==> src/conv_defines.svh <==
`ifndef CONV_DEFINES_SVH
`define CONV_DEFINES_SVH

// Data path widths
`define CONV_PIXEL_WIDTH    16
// Room for nine 32-bit products plus the bias
`define CONV_ACC_WIDTH      36

// Image geometry and counters
`define CONV_IMAGE_WIDTH    8
`define CONV_IMAGE_HEIGHT   8
`define CONV_KERNEL         3
`define CONV_COL_BITS       3
`define CONV_ROW_BITS       3

// APB register map
`define CONV_APB_ADDR_WIDTH 8
`define CONV_REG_CTRL       8'h00
`define CONV_REG_BIAS       8'h04
`define CONV_REG_STATUS     8'h08
`define CONV_REG_WEIGHT0    8'h10

`endif

==> src/conv_pkg.sv <==
`default_nettype none

`include "conv_defines.svh"

package conv_pkg;

	//////////////////////////////////////////////////
	// Data path types

	// One image sample
	typedef logic signed [`CONV_PIXEL_WIDTH-1:0] pixel_t;

	// Kernel coefficient, same width as a pixel
	typedef logic signed [`CONV_PIXEL_WIDTH-1:0] weight_t;

	// Full product of a pixel and a weight
	typedef logic signed [2*`CONV_PIXEL_WIDTH-1:0] prod_t;

	// Accumulated window result
	typedef logic signed [`CONV_ACC_WIDTH-1:0] acc_t;

	//////////////////////////////////////////////////
	// Register bus

	typedef logic [31:0] apb_data_t;

endpackage

`default_nettype wire

==> src/conv_regs.sv <==
`timescale 1ns/1ps
`default_nettype none

`include "conv_defines.svh"

// APB register block with per-frame working copies of the kernel
module conv_regs (
	input  wire                            clk,
	input  wire                            reset,
	input  wire                            psel,
	input  wire                            penable,
	input  wire                            pwrite,
	input  wire [`CONV_APB_ADDR_WIDTH-1:0] paddr,
	input  wire conv_pkg::apb_data_t       pwdata,
	output conv_pkg::apb_data_t            prdata,
	output logic                           pready,
	output logic                           pslverr,
	input  wire                            load_weights,
	input  wire                            result_valid,
	input  wire                            frame_done,
	output logic                           stride2,
	output conv_pkg::weight_t              weight_0,
	output conv_pkg::weight_t              weight_1,
	output conv_pkg::weight_t              weight_2,
	output conv_pkg::weight_t              weight_3,
	output conv_pkg::weight_t              weight_4,
	output conv_pkg::weight_t              weight_5,
	output conv_pkg::weight_t              weight_6,
	output conv_pkg::weight_t              weight_7,
	output conv_pkg::weight_t              weight_8,
	output conv_pkg::acc_t                 bias
);

	localparam int NUM_WEIGHTS = `CONV_KERNEL * `CONV_KERNEL;
	localparam int ADDR_W      = `CONV_APB_ADDR_WIDTH;

	localparam logic [ADDR_W-1:0] WEIGHT_FIRST = `CONV_REG_WEIGHT0;
	localparam logic [ADDR_W-1:0] WEIGHT_LAST  =
		ADDR_W'(`CONV_REG_WEIGHT0 + 4 * (NUM_WEIGHTS - 1));

	// Programmed values
	logic              ctrl_stride2;
	conv_pkg::weight_t bias_reg;
	conv_pkg::weight_t weight_reg [NUM_WEIGHTS];
	logic [15:0]       result_count;
	logic              frame_done_flag;
	// Values used by the running frame
	conv_pkg::weight_t weight_work [NUM_WEIGHTS];

	logic              wr_en;
	logic              hit_ctrl;
	logic              hit_bias;
	logic              hit_status;
	logic              hit_weight;
	logic [ADDR_W-1:0] weight_off;
	logic [3:0]        weight_idx;

	//////////////////////////////////////////////////
	// Address decode

	assign hit_ctrl   = paddr == `CONV_REG_CTRL;
	assign hit_bias   = paddr == `CONV_REG_BIAS;
	assign hit_status = paddr == `CONV_REG_STATUS;
	assign hit_weight = (paddr >= WEIGHT_FIRST) && (paddr <= WEIGHT_LAST) &&
		(paddr[1:0] == 2'b00);
	assign weight_off = paddr - WEIGHT_FIRST;
	assign weight_idx = weight_off[5:2];

	assign wr_en   = psel && penable && pwrite;
	assign pready  = 1'b1;
	assign pslverr = psel && penable &&
		!(hit_ctrl || hit_bias || hit_status || hit_weight);

	always_comb begin
		prdata = '0;
		if (hit_ctrl)
			prdata = {31'b0, ctrl_stride2};
		else if (hit_bias)
			prdata = conv_pkg::apb_data_t'(bias_reg);
		else if (hit_status)
			prdata = {15'b0, frame_done_flag, result_count};
		else if (hit_weight)
			prdata = conv_pkg::apb_data_t'(weight_reg[weight_idx]);
	end

	//////////////////////////////////////////////////
	// Register writes and status

	always_ff @(posedge clk) begin
		if (reset) begin
			ctrl_stride2 <= 1'b0;
			bias_reg     <= '0;
			for (int k = 0; k < NUM_WEIGHTS; k++) begin
				weight_reg[k] <= '0;
			end
		end else if (wr_en) begin
			if (hit_ctrl)
				ctrl_stride2 <= pwdata[0];
			if (hit_bias)
				bias_reg <= pwdata[15:0];
			if (hit_weight)
				weight_reg[weight_idx] <= pwdata[15:0];
		end
	end

	always_ff @(posedge clk) begin
		if (reset) begin
			result_count    <= '0;
			frame_done_flag <= 1'b0;
		end else begin
			if (result_valid)
				result_count <= result_count + 1'b1;
			// A new frame_done wins over a clear in the same cycle
			if (frame_done)
				frame_done_flag <= 1'b1;
			else if (wr_en && hit_status && pwdata[16])
				frame_done_flag <= 1'b0;
		end
	end

	//////////////////////////////////////////////////
	// Snapshot at frame start

	always_ff @(posedge clk) begin
		if (reset) begin
			stride2 <= 1'b0;
			bias    <= '0;
			for (int k = 0; k < NUM_WEIGHTS; k++) begin
				weight_work[k] <= '0;
			end
		end else if (load_weights) begin
			stride2 <= ctrl_stride2;
			bias    <= conv_pkg::acc_t'(bias_reg);
			for (int k = 0; k < NUM_WEIGHTS; k++) begin
				weight_work[k] <= weight_reg[k];
			end
		end
	end

	assign weight_0 = weight_work[0];
	assign weight_1 = weight_work[1];
	assign weight_2 = weight_work[2];
	assign weight_3 = weight_work[3];
	assign weight_4 = weight_work[4];
	assign weight_5 = weight_work[5];
	assign weight_6 = weight_work[6];
	assign weight_7 = weight_work[7];
	assign weight_8 = weight_work[8];

	// Error response only in the access phase
	slverr_in_access: assert property (@(posedge clk) disable iff (reset)
		pslverr |-> psel && penable)
		else $error("pslverr outside an access phase");

endmodule

`default_nettype wire

==> config.mk <==
export PLATFORM = sky130hd
export DESIGN_NAME = conv_regs
export DESIGN_NICKNAME = d
export VERILOG_FILES = /design/src/conv_pkg.sv /design/src/conv_regs.sv
export VERILOG_INCLUDE_DIRS = /design/src /design/src/src
export SDC_FILE = /design/constraint.sdc
export NUM_CORES = 1
export LEC_CHECK = 0
export BUFFER_PORTS_ARGS = -buffer_cell sky130_fd_sc_hd__buf_2
export CORE_AREA = 2 2 211 213
export CTS_CLUSTER_SIZE = 40
export DETAILED_ROUTE_END_ITERATION = 8
export DIE_AREA = 0 0 213 215
export SLEW_MARGIN = 10
export SYNTH_ARGS = -nofsm -noshare
export SYNTH_HDL_FRONTEND = slang
export SYNTH_SLANG_ARGS = --single-unit
==> constraint.sdc <==
create_clock -name clk -period 4.5 [get_ports clk]
set_clock_uncertainty 0.05 [all_clocks]
set_input_delay 0.675 -clock clk [delete_from_list [all_inputs] [get_ports clk]]
set_output_delay 0.675 -clock clk [all_outputs]
set_load 0.02 [all_outputs]
==> results.yml <==
detailed_routing:
  final_antenna_net_count: 0
  wirelength_mm: 48.17
  wl_met3_mm: 3.298
  vias: 11000
  wl_per_cell_um: 22.25
  viasPerCell: 5.079
  drt_pass1_iterations: 5
  first_iter_violations: 1132
  drt-met1-wl_mm: 20.90
  drc: 0
  met2_length_mm: 22.92
  topRoutingLayerUsed: "met5"
setup_path:
  reg2regPathDepth: 5
  path_cells: "buf_4, buf_4, mux4_2, a211oi_1, o22ai_1, buf_2"
  crit_arrival_ps: 3200
  rrSetupSlack_ps: 2750
  crit_buf_inv: 3
  regToRegStartpoint: "result_count[2]"
  cp_max_fo: 23
  crit_path_frequent_cell: "buf_4"
  path_class: "input pin to primary output"
  worstSetupStartpointType: "input pin"
  reg2reg_to: "result_count[15]"
  cp.required_ps: 3770
  worstSetupEndpointType: "primary output"
  critical_path.top_delay_family: "compound AO/OA/AOI/OAI gates"
  crit_path_max_incr_delay_ps: 700
  startpoint: "paddr[2]"
  critPathSlowestCell: "a211oi_1"
place:
  gp_congestion: 0.8842
  dp_slack_ps: 593.2
  dp_hpwl_mm: 32.10
  dpl-instance-area_um2: 20830
  port_buffers: 246
timing:
  min_period_ps: 3926
  worstMarginPinSlew_ps: 828.0
  finalWorstSetupSlack_ps: 573.8
  max_freq_ghz: 0.2547
  slew_viol_final: 0
  finalHoldViolCount: 0
  fin_tns_setup_ps: 0
  slew-limit-headroom_pct: 44.60
  finalCritPeriodShare_pct: 87.25
  rsz0062_at_grt: "no"
  setup_viol: 0
grt:
  grt_pass1_vias: 10780
  grtUsageTotal_pct: 21.02
  globalRouteOverflowTotal: 0
  grt_max_degree: 74
  antenna_found_initial: 6
  grt_pass1_wl_mm: 69.62
synth:
  async_flop_share_pct: 0
  synth_area_um2: 18960
  synth_edf_count: 400
  ys.flop_type: "edfxtp_1"
  seq_area_frac_synth_pct: 68.74
  synth_seq_cells: 451
  synth.distinct_cells: 52
  avgSynthCellArea_um2: 14.99
  synth_warnings: 0
  synthCells: 1265
run:
  maxCapViolations: 0
power:
  power_density_nw_per_um2: 424.0
  irDropWorstVdd_mv: 0.2655
  p_leak_nw: 8.782
  power_mw: 9.502
floorplanning:
  initial_core_util_pct: 43.44
  num_rows: 77
  core-area_um2: 43640
  die_h_um: 215
  die-area_um2: 45800
  fp.dieW_um: 213
  pin_count: 263
final_layout:
  nFillCells: 3729
  final_core_util_pct: 51.35
  drive_gt1_share_pct: 27.63
  syn2layout_area_growth_pct: 18.19
  final_nets: 1587
  largest_reg_flops: 256
  stdcell_area_um2: 22410
cts:
  clock-root-buffer: "clkbuf_16"
  path_clk_slew_ps: 60
  post-cts-setup-buffer-count: 0
  cts_buffers: 47
  hold_buffers: 0
  cts_resized: 0
  clockBufferDepth: 3
  cts_tree: "done"
  cts_max_level: 2
  clk_latency_ps: 580
  cts.sinks: 451
outcome:
  status: "finished clean"
min_path:
  min_to: "frame_done_flag"
  hold_depth: 3
  hold_class: "input pin to flip-flop"
  min_from: "frame_done"
-- layout by cell type, fill, tap and decap left out, types with 49 or more instances in the layout --
master / count
edfxtp_1: 400
and2_1: 288
buf_2: 245
nand2_1: 66
mux2i_1: 57
nor2_1: 52
dfxtp_1: 51
clkbuf_16: 50
mux4_2: 49
conb_1: 49
-- per-stage QoR --
stage / instances / hold WS (ps)
after detailed placement: 2076 / 421.0
after global routing: 2163 / 273.0
final: 2165 / 274.4
after global placement: 2076 / 412.5
after floorplan: 1312 / 398.3
after CTS: 2163 / 263.2
-- worst register-to-register path, delay by kind of cell, from the launching register on --
kind | cells | cell delay [ps]
flip-flops | 1 | 390
XOR/XNOR | 1 | 160
AND/OR/NAND/NOR | 4 | 1010
-- routing by layer --
metal | vias up | global-route usage [%]
met2 | 393 | 33.29
met3 | 66 | 4.209
met1 | 5482 | 29.46
met4 | 2 | 6.107
met5 | - | 0
li1 | 5054 | -
-- worst max path at each step --
stage	slack, ps	depth (start not counted)	endpoint
floorplan	770	7	weight_reg[12][0]
global placement	620	8	weight_reg[14][14]
detailed placement	590	10	prdata[31]
CTS	590	10	prdata[31]
global route	430	10	prdata[21]
finish	570	6	prdata[6]
-- cell usage after synthesis (10+ instances only) --
| library cell | count | share of area (%) |
|---|---|---|
| a21oi_1 | 24 | 0.63 |
| buf_2 | 10 | 0.26 |
| nand2_1 | 66 | 1.3 |
| buf_4 | 45 | 1.8 |
| nor2_1 | 52 | 1.0 |
| mux2i_1 | 57 | 3.0 |
| a22oi_1 | 14 | 0.55 |
| or2_2 | 11 | 0.36 |
| mux4_2 | 49 | 5.8 |
| edfxtp_1 | 400 | 63 |
| dfxtp_1 | 51 | 5.4 |
| clkbuf_1 | 42 | 0.83 |
| o21ai_0 | 32 | 0.84 |
| and2_1 | 288 | 9.5 |
-- cell families after synthesis --
kind of cell | Yosys count | synth area share [%]
other cells | 2 | 0.03961
buf+inv | 113 | 3.359
mux | 114 | 9.305
xor+xnor | 12 | 0.5543
flops | 451 | 68.74
simple gates | 469 | 14.30
fa+ha+maj | 6 | 0.3960
compound gates | 98 | 3.306
-- power by group --
group	internal [mW]	total [mW]	switching, mW
Combinational	0.237	0.720	0.483
Sequential	4.76	4.83	0.0751
Clock	2.33	3.95	1.62
-- final cells by class --
| cell class | instances | area [µm²] | area share (%) |
|---|---|---|---|
| inverters | 7 | 26.28 | 0.1173 |
| clock buffers | 56 | 1284 | 5.729 |
| clock inverters | 31 | 290.3 | 1.295 |
| diodes | 2 | 5.005 | 0.02233 |
| well taps | 592 | 740.7 | 3.305 |
| flip-flops and latches | 451 | 13030 | 58.16 |
| multi-input cells | 748 | 5482 | 24.46 |
| repair buffers | 278 | 1549 | 6.912 |
Power figures use the tool's default switching activity.
