## src/conv_defines.svh

```systemverilog
`ifndef CONV_DEFINES_SVH
`define CONV_DEFINES_SVH

// Data path widths
`define CONV_PIXEL_WIDTH    16
// Room for nine 32-bit products plus the bias
`define CONV_ACC_WIDTH      36

// Image geometry and counters
`define CONV_IMAGE_WIDTH    8
`define CONV_IMAGE_HEIGHT   8
`define CONV_KERNEL         3
`define CONV_COL_BITS       3
`define CONV_ROW_BITS       3

// APB register map
`define CONV_APB_ADDR_WIDTH 8
`define CONV_REG_CTRL       8'h00
`define CONV_REG_BIAS       8'h04
`define CONV_REG_STATUS     8'h08
`define CONV_REG_WEIGHT0    8'h10

`endif

```

## src/conv_pkg.sv

```systemverilog
`default_nettype none

`include "conv_defines.svh"

package conv_pkg;

	//////////////////////////////////////////////////
	// Data path types

	// One image sample
	typedef logic signed [`CONV_PIXEL_WIDTH-1:0] pixel_t;

	// Kernel coefficient, same width as a pixel
	typedef logic signed [`CONV_PIXEL_WIDTH-1:0] weight_t;

	// Full product of a pixel and a weight
	typedef logic signed [2*`CONV_PIXEL_WIDTH-1:0] prod_t;

	// Accumulated window result
	typedef logic signed [`CONV_ACC_WIDTH-1:0] acc_t;

	//////////////////////////////////////////////////
	// Register bus

	typedef logic [31:0] apb_data_t;

endpackage

`default_nettype wire

```

## src/line_buffer.sv

```systemverilog
`timescale 1ns/1ps
`default_nettype none

`include "conv_defines.svh"

// Delay line between two rows of the window
// Advances only on accepted pixels, so gaps in the stream are harmless
module line_buffer #(
	parameter int DEPTH = `CONV_IMAGE_WIDTH - `CONV_KERNEL
) (
	input  wire                   clk,
	input  wire                   reset,
	input  wire                   shift_en,
	input  wire conv_pkg::pixel_t data_in,
	output conv_pkg::pixel_t      data_out
);

	conv_pkg::pixel_t chain [DEPTH];

	always_ff @(posedge clk) begin
		if (reset) begin
			for (int i = 0; i < DEPTH; i++) begin
				chain[i] <= '0;
			end
		end else if (shift_en) begin
			chain[0] <= data_in;
			for (int i = 1; i < DEPTH; i++) begin
				chain[i] <= chain[i-1];
			end
		end
	end

	// Oldest entry
	assign data_out = chain[DEPTH-1];

endmodule

`default_nettype wire

```

## src/window_buffer.sv

```systemverilog
`timescale 1ns/1ps
`default_nettype none

`include "conv_defines.svh"

// 3x3 window over a row-major pixel stream
// win_08 holds the newest pixel, win_00 the top-left of the window
module window_buffer (
	input  wire                   clk,
	input  wire                   reset,
	input  wire                   pixel_valid,
	input  wire conv_pkg::pixel_t pixel_data,
	input  wire                   stride2,
	output conv_pkg::pixel_t      win_00,
	output conv_pkg::pixel_t      win_01,
	output conv_pkg::pixel_t      win_02,
	output conv_pkg::pixel_t      win_03,
	output conv_pkg::pixel_t      win_04,
	output conv_pkg::pixel_t      win_05,
	output conv_pkg::pixel_t      win_06,
	output conv_pkg::pixel_t      win_07,
	output conv_pkg::pixel_t      win_08,
	output logic                  window_valid,
	output logic                  load_weights,
	output logic                  frame_done
);

	localparam int COL_BITS = `CONV_COL_BITS;
	localparam int ROW_BITS = `CONV_ROW_BITS;
	localparam int LB_DEPTH = `CONV_IMAGE_WIDTH - `CONV_KERNEL;

	localparam logic [COL_BITS-1:0] LAST_COL = COL_BITS'(`CONV_IMAGE_WIDTH - 1);
	localparam logic [ROW_BITS-1:0] LAST_ROW = ROW_BITS'(`CONV_IMAGE_HEIGHT - 1);
	// Position of the bottom-right pixel of the first full window
	localparam logic [COL_BITS-1:0] WIN_COL0 = COL_BITS'(`CONV_KERNEL - 1);
	localparam logic [ROW_BITS-1:0] WIN_ROW0 = ROW_BITS'(`CONV_KERNEL - 1);

	logic [COL_BITS-1:0] col_cnt;
	logic [ROW_BITS-1:0] row_cnt;
	logic [COL_BITS-1:0] origin_col;
	logic [ROW_BITS-1:0] origin_row;
	logic                last_col;
	logic                last_row;
	logic                win_inside;
	logic                win_stride_ok;
	conv_pkg::pixel_t    mid_tap;
	conv_pkg::pixel_t    top_tap;

	//////////////////////////////////////////////////
	// Window shift stages

	// Bottom row to middle row
	line_buffer #(.DEPTH(LB_DEPTH)) lb_mid (
		.clk     (clk),
		.reset   (reset),
		.shift_en(pixel_valid),
		.data_in (win_06),
		.data_out(mid_tap)
	);

	// Middle row to top row
	line_buffer #(.DEPTH(LB_DEPTH)) lb_top (
		.clk     (clk),
		.reset   (reset),
		.shift_en(pixel_valid),
		.data_in (win_03),
		.data_out(top_tap)
	);

	always_ff @(posedge clk) begin
		if (pixel_valid) begin
			win_08 <= pixel_data;
			win_07 <= win_08;
			win_06 <= win_07;
			win_05 <= mid_tap;
			win_04 <= win_05;
			win_03 <= win_04;
			win_02 <= top_tap;
			win_01 <= win_02;
			win_00 <= win_01;
		end
	end

	//////////////////////////////////////////////////
	// Position of the incoming pixel

	assign last_col = col_cnt == LAST_COL;
	assign last_row = row_cnt == LAST_ROW;

	always_ff @(posedge clk) begin
		if (reset) begin
			col_cnt <= '0;
			row_cnt <= '0;
		end else if (pixel_valid) begin
			if (last_col) begin
				col_cnt <= '0;
				row_cnt <= last_row ? '0 : row_cnt + 1'b1;
			end else begin
				col_cnt <= col_cnt + 1'b1;
			end
		end
	end

	//////////////////////////////////////////////////
	// Window qualification

	assign origin_col    = col_cnt - WIN_COL0;
	assign origin_row    = row_cnt - WIN_ROW0;
	assign win_inside    = (col_cnt >= WIN_COL0) && (row_cnt >= WIN_ROW0);
	// Stride 2 keeps even origins only
	assign win_stride_ok = !stride2 || (!origin_col[0] && !origin_row[0]);

	always_ff @(posedge clk) begin
		if (reset) begin
			window_valid <= 1'b0;
			load_weights <= 1'b0;
			frame_done   <= 1'b0;
		end else begin
			window_valid <= pixel_valid && win_inside && win_stride_ok;
			load_weights <= pixel_valid && (col_cnt == '0) && (row_cnt == '0);
			frame_done   <= pixel_valid && last_col && last_row;
		end
	end

	// Working stride only moves right after the frame start strobe
	stride_fixed_in_frame: assert property (@(posedge clk) disable iff (reset)
		stride2 != $past(stride2) |-> $past(load_weights))
		else $error("stride2 changed in the middle of a frame");

	// Each window needs its own accepted pixel
	one_window_per_pixel: assert property (@(posedge clk) disable iff (reset)
		window_valid && !pixel_valid |=> !window_valid)
		else $error("window_valid repeated without a new pixel");

endmodule

`default_nettype wire

```

## config.mk

```make
export PLATFORM = sky130hd
export DESIGN_NAME = window_buffer
export DESIGN_NICKNAME = d
export VERILOG_FILES = /design/src/conv_pkg.sv /design/src/line_buffer.sv /design/src/window_buffer.sv
export VERILOG_INCLUDE_DIRS = /design/src /design/src/src
export SDC_FILE = /design/constraint.sdc
export NUM_CORES = 1
export LEC_CHECK = 0
export BUFFER_PORTS_ARGS = -buffer_cell sky130_fd_sc_hd__buf_4
export CORE_MARGIN = 4
export CORE_UTILIZATION = 30
export CTS_CLUSTER_SIZE = 8
export DETAILED_ROUTE_END_ITERATION = 16
export GPL_TIMING_DRIVEN = 0
export PLACE_DENSITY = 0.54
export RECOVER_POWER = 25
export REMOVE_ABC_BUFFERS = 1
export SKIP_CTS_REPAIR_TIMING = 1
export SYNTH_ARGS = -nofsm -noshare
export SYNTH_HDL_FRONTEND = slang
export SYNTH_SLANG_ARGS = --single-unit
export TNS_END_PERCENT = 100
```

## constraint.sdc

```tcl
create_clock -name clk -period 6.5 [get_ports clk]
set_input_delay 0 -clock clk [delete_from_list [all_inputs] [get_ports clk]]
set_output_delay 0 -clock clk [all_outputs]
set_load 0.01 [all_outputs]
```

==> impl_metrics.csv <==
group,metric,value,unit
timing,max_slew_margin,0.5176,
run,cap_viol_max_count,0,
logic_synthesis,synth_edf_count,304,
worst_setup_path,required,6680,ps
logic_synthesis,synthTopCellsByCount,"edfxtp_1, and2_1, buf_6",
global_route,grt_pass1_vias,5050,
timing,final_hold_viol_count,15,
pwr,power_density,330.8,nW/um^2
logic_synthesis,ys_seq_area_frac,0.8632,
cells_and_area,final_util,0.3932,
route,first_pass_iters,4,
clock_network,clk_latency,520,ps
placed_design,place_ws,4153,ps
timing,setup_violations,0,
logic_synthesis,ys_warn_count,0,
clock_network,clkTransAtPathRegs,50,ps
worst_setup_path,reg2reg_to,"col_cnt[0]",
route,wirelength,16.44,mm
placed_design,place_hpwl,9.195,mm
cells_and_area,antenna_cells,0,
logic_synthesis,ys.flop_type,"edfxtp_1",
logic_synthesis,ys_ff_latch,313,
logic_synthesis,avgSynthCellArea,20.23,sq um
global_route,grt_pass1_wl,25.61,mm
cells_and_area,final_cell_area,13950,sq um
floorplanning,design.core.area,35480,sq um
hold_path,hp-class,"in -> reg",
cells_and_area,nets,777,
floorplanning,ios,167,
worst_setup_path,arrival,2040,ps
logic_synthesis,synth_most_common_cell,"edfxtp_1",
route,viasPerCell,4.100,
logic_synthesis,yosysTopAreaCellShare,0.8465,
route,drt_iter0_markers,250,
clock_network,cts_made_buffers,45,
floorplanning,start_util,0.3039,
worst_setup_path,reg2reg_depth,4,
global_route,track_usage,0.08068,
floorplanning,rows,69,
cells_and_area,multi_input_area,1296,sq um
outcome,violations,"negative hold slack",
clock_network,cts.path.max_buffers,3,
global_route,grt_overflow,0,
logic_synthesis,syn_inst,533,
logic_synthesis,yosysTopAreaCell,"edfxtp_1",
worst_setup_path,path_max_fanout,59,
timing,hold_slack,-13.93,ps
timing,worst_slew_pin_slew,723.6,ps
cells_and_area,seqCellArea,9309,sq um
worst_setup_path,r2r_slack,4960,ps
timing,timing.fmax,0.5398,GHz
worst_setup_path,critPathKind,"in -> reg",
clock_network,root_buffer,"clkbuf_16",
logic_synthesis,synth_cell_types,27,
floorplanning,die_area,39040,sq um
placed_design,port_buffers,166,
worst_setup_path,r2r-start,"col_cnt[0]",
worst_setup_path,crit_start,"reset",
route,ant_nets,0,
floorplanning,die_h,197.6,um
route,route.detailed.drc,0,
placed_design,dpl_cell_area,12590,sq um
pwr,power.leakage,5.401,nW
worst_setup_path,crit_path_end,"lb_top.chain[2][10]",
logic_synthesis,async_reset_ff_frac,0,
worst_setup_path,endpoint_kind,"register",
global_route,grt_max_degree,91,
clock_network,htreeDepth,2,
pwr,vdd_drop_max,0.0002042,V
placed_design,gp_congestion,0.6743,
placed_design,dp.cells,1145,
route,detail_route.wl_per_cell,13.47,um
timing,final.min_clock_period,1853,ps
logic_synthesis,synthTopCellsByArea,"edfxtp_1, and2_1, dfxtp_1",
timing,worst_slack,4647,ps
timing,fin_crit_sh,0.2850,
cells_and_area,fill_cells,3207,
logic_synthesis,netlist_area,10780,sq um
route,vias,5002,
cells_and_area,drive_gt1_frac,0.2951,
worst_setup_path,worstSetupStartpointType,"input port",
timing,slew_viol_final,0,
timing,rsz0062_at_grt,"false",
clock_network,clock_sinks,313,
clock_network,cts_tree,"done",
cells_and_area,instances_no_fill,1220,
floorplanning,dieWidth,197.6,um
global_route,antenna_found_initial,0,
cells_and_area,area_growth,29.37,%
outcome,outcome,"finished with violations",
timing,finClkSkew,9.036,ps
-- worst min path at each step --
| stage | cells after the start | slack, ps | endpoint | from |
|---|---|---|---|---|
| CTS | 1 | -380 | win_08[2] | pixel_data[2] |
| detailed placement | 1 | 180 | win_08[3] | pixel_data[3] |
| global placement | 1 | 180 | win_08[7] | pixel_data[7] |
| floorplan | 1 | 70 | col_cnt[0] | reset |
| global route | 1 | -7 | win_08[9] | pixel_valid |
| finish | 1 | -10 | win_08[8] | pixel_valid |
-- routing by layer --
| layer | share of wire | up-vias | track usage |
|---|---|---|---|
| met3 | 0.11 | 48 | 0.04093 |
| met4 | 0.029 | 0 | 0.03111 |
| met2 | 0.47 | 178 | 0.1283 |
| li1 | - | 2370 | - |
| met1 | 0.40 | 2406 | 0.09380 |
| met5 | 0 | - | 0 |
-- cells in the final DEF, fill, tap and decap left out, types with 2 or more instances in the layout --
cell type,count
ha_1,8
clkbuf_1,9
nor4_1,2
clkbuf_16,45
nor3_1,2
a21bo_2,3
buf_4,149
buf_12,3
clkbuf_4,16
nand2b_1,3
buf_16,3
dfxtp_1,9
dlygate4sd3_1,18
a21oi_1,5
edfxtp_1,304
inv_1,4
and2_1,160
clkinv_1,2
-- per-stage QoR --
| step | power [W] | TNS [ps] | hold slack (ps) |
|---|---|---|---|
| after floorplan | 0.002505 | 0 | 69.07 |
| after global placement | 0.002649 | -372590 | 178.0 |
| after detailed placement | 0.002658 | 0 | 179.3 |
| after CTS | 0.004704 | 0 | -376.6 |
| after global routing | 0.004820 | 0 | -6.751 |
| final | 0.004616 | 0 | -13.93 |
-- worst max-delay path: stages --
cell and delay [ps]:
dlygate4sd3_1 530, buf_4 180, or2_4 600, buf_16 340, buf_16 280
-- layout make-up --
type                       count  area share
sequential                   313      0.6673
timing repair buffer         190      0.1127
multi-input combinational    195     0.09291
clock buffer                  55     0.08413
tap                          461     0.04135
inverter                       4    0.001076
clock inverter                 2   0.0005381
-- power by group --
| part | switching [W] | leakage (nW) | internal, W |
|---|---|---|---|
| Sequential | 0.0000398 | 3.28 | 0.00236 |
| Combinational | 0.000115 | 1.55 | 0.000106 |
| Clock | 0.000757 | 0.575 | 0.00124 |
| Total | 0.000912 | 5.40 | 0.00370 |
-- flip-flops by register name (all words and copies together), names as in the netlist --
name and cells:
win_07 16, col_cnt 3, win_06 16, win_08 16, lb_top.chain 80, win_02 16
load_weights 1, window_valid 1, win_05 16, win_03 16, win_04 16, win_01 16
win_00 16, row_cnt 3, frame_done 1, lb_mid.chain 80
-- kinds of logic (layout without fill, tap and decap cells) --
family,Yosys count,count (layout),share of synthesized area
buffers and inverters,25,251,0.01752
multiplexers,1,1,0.0009282
flip-flops,313,313,0.8632
AO/OA/AOI/OAI,9,9,0.005801
adder cells (fa/ha/maj),8,8,0.009282
AND/OR/NAND/NOR,177,177,0.1033
Power figures use the tool's default switching activity.
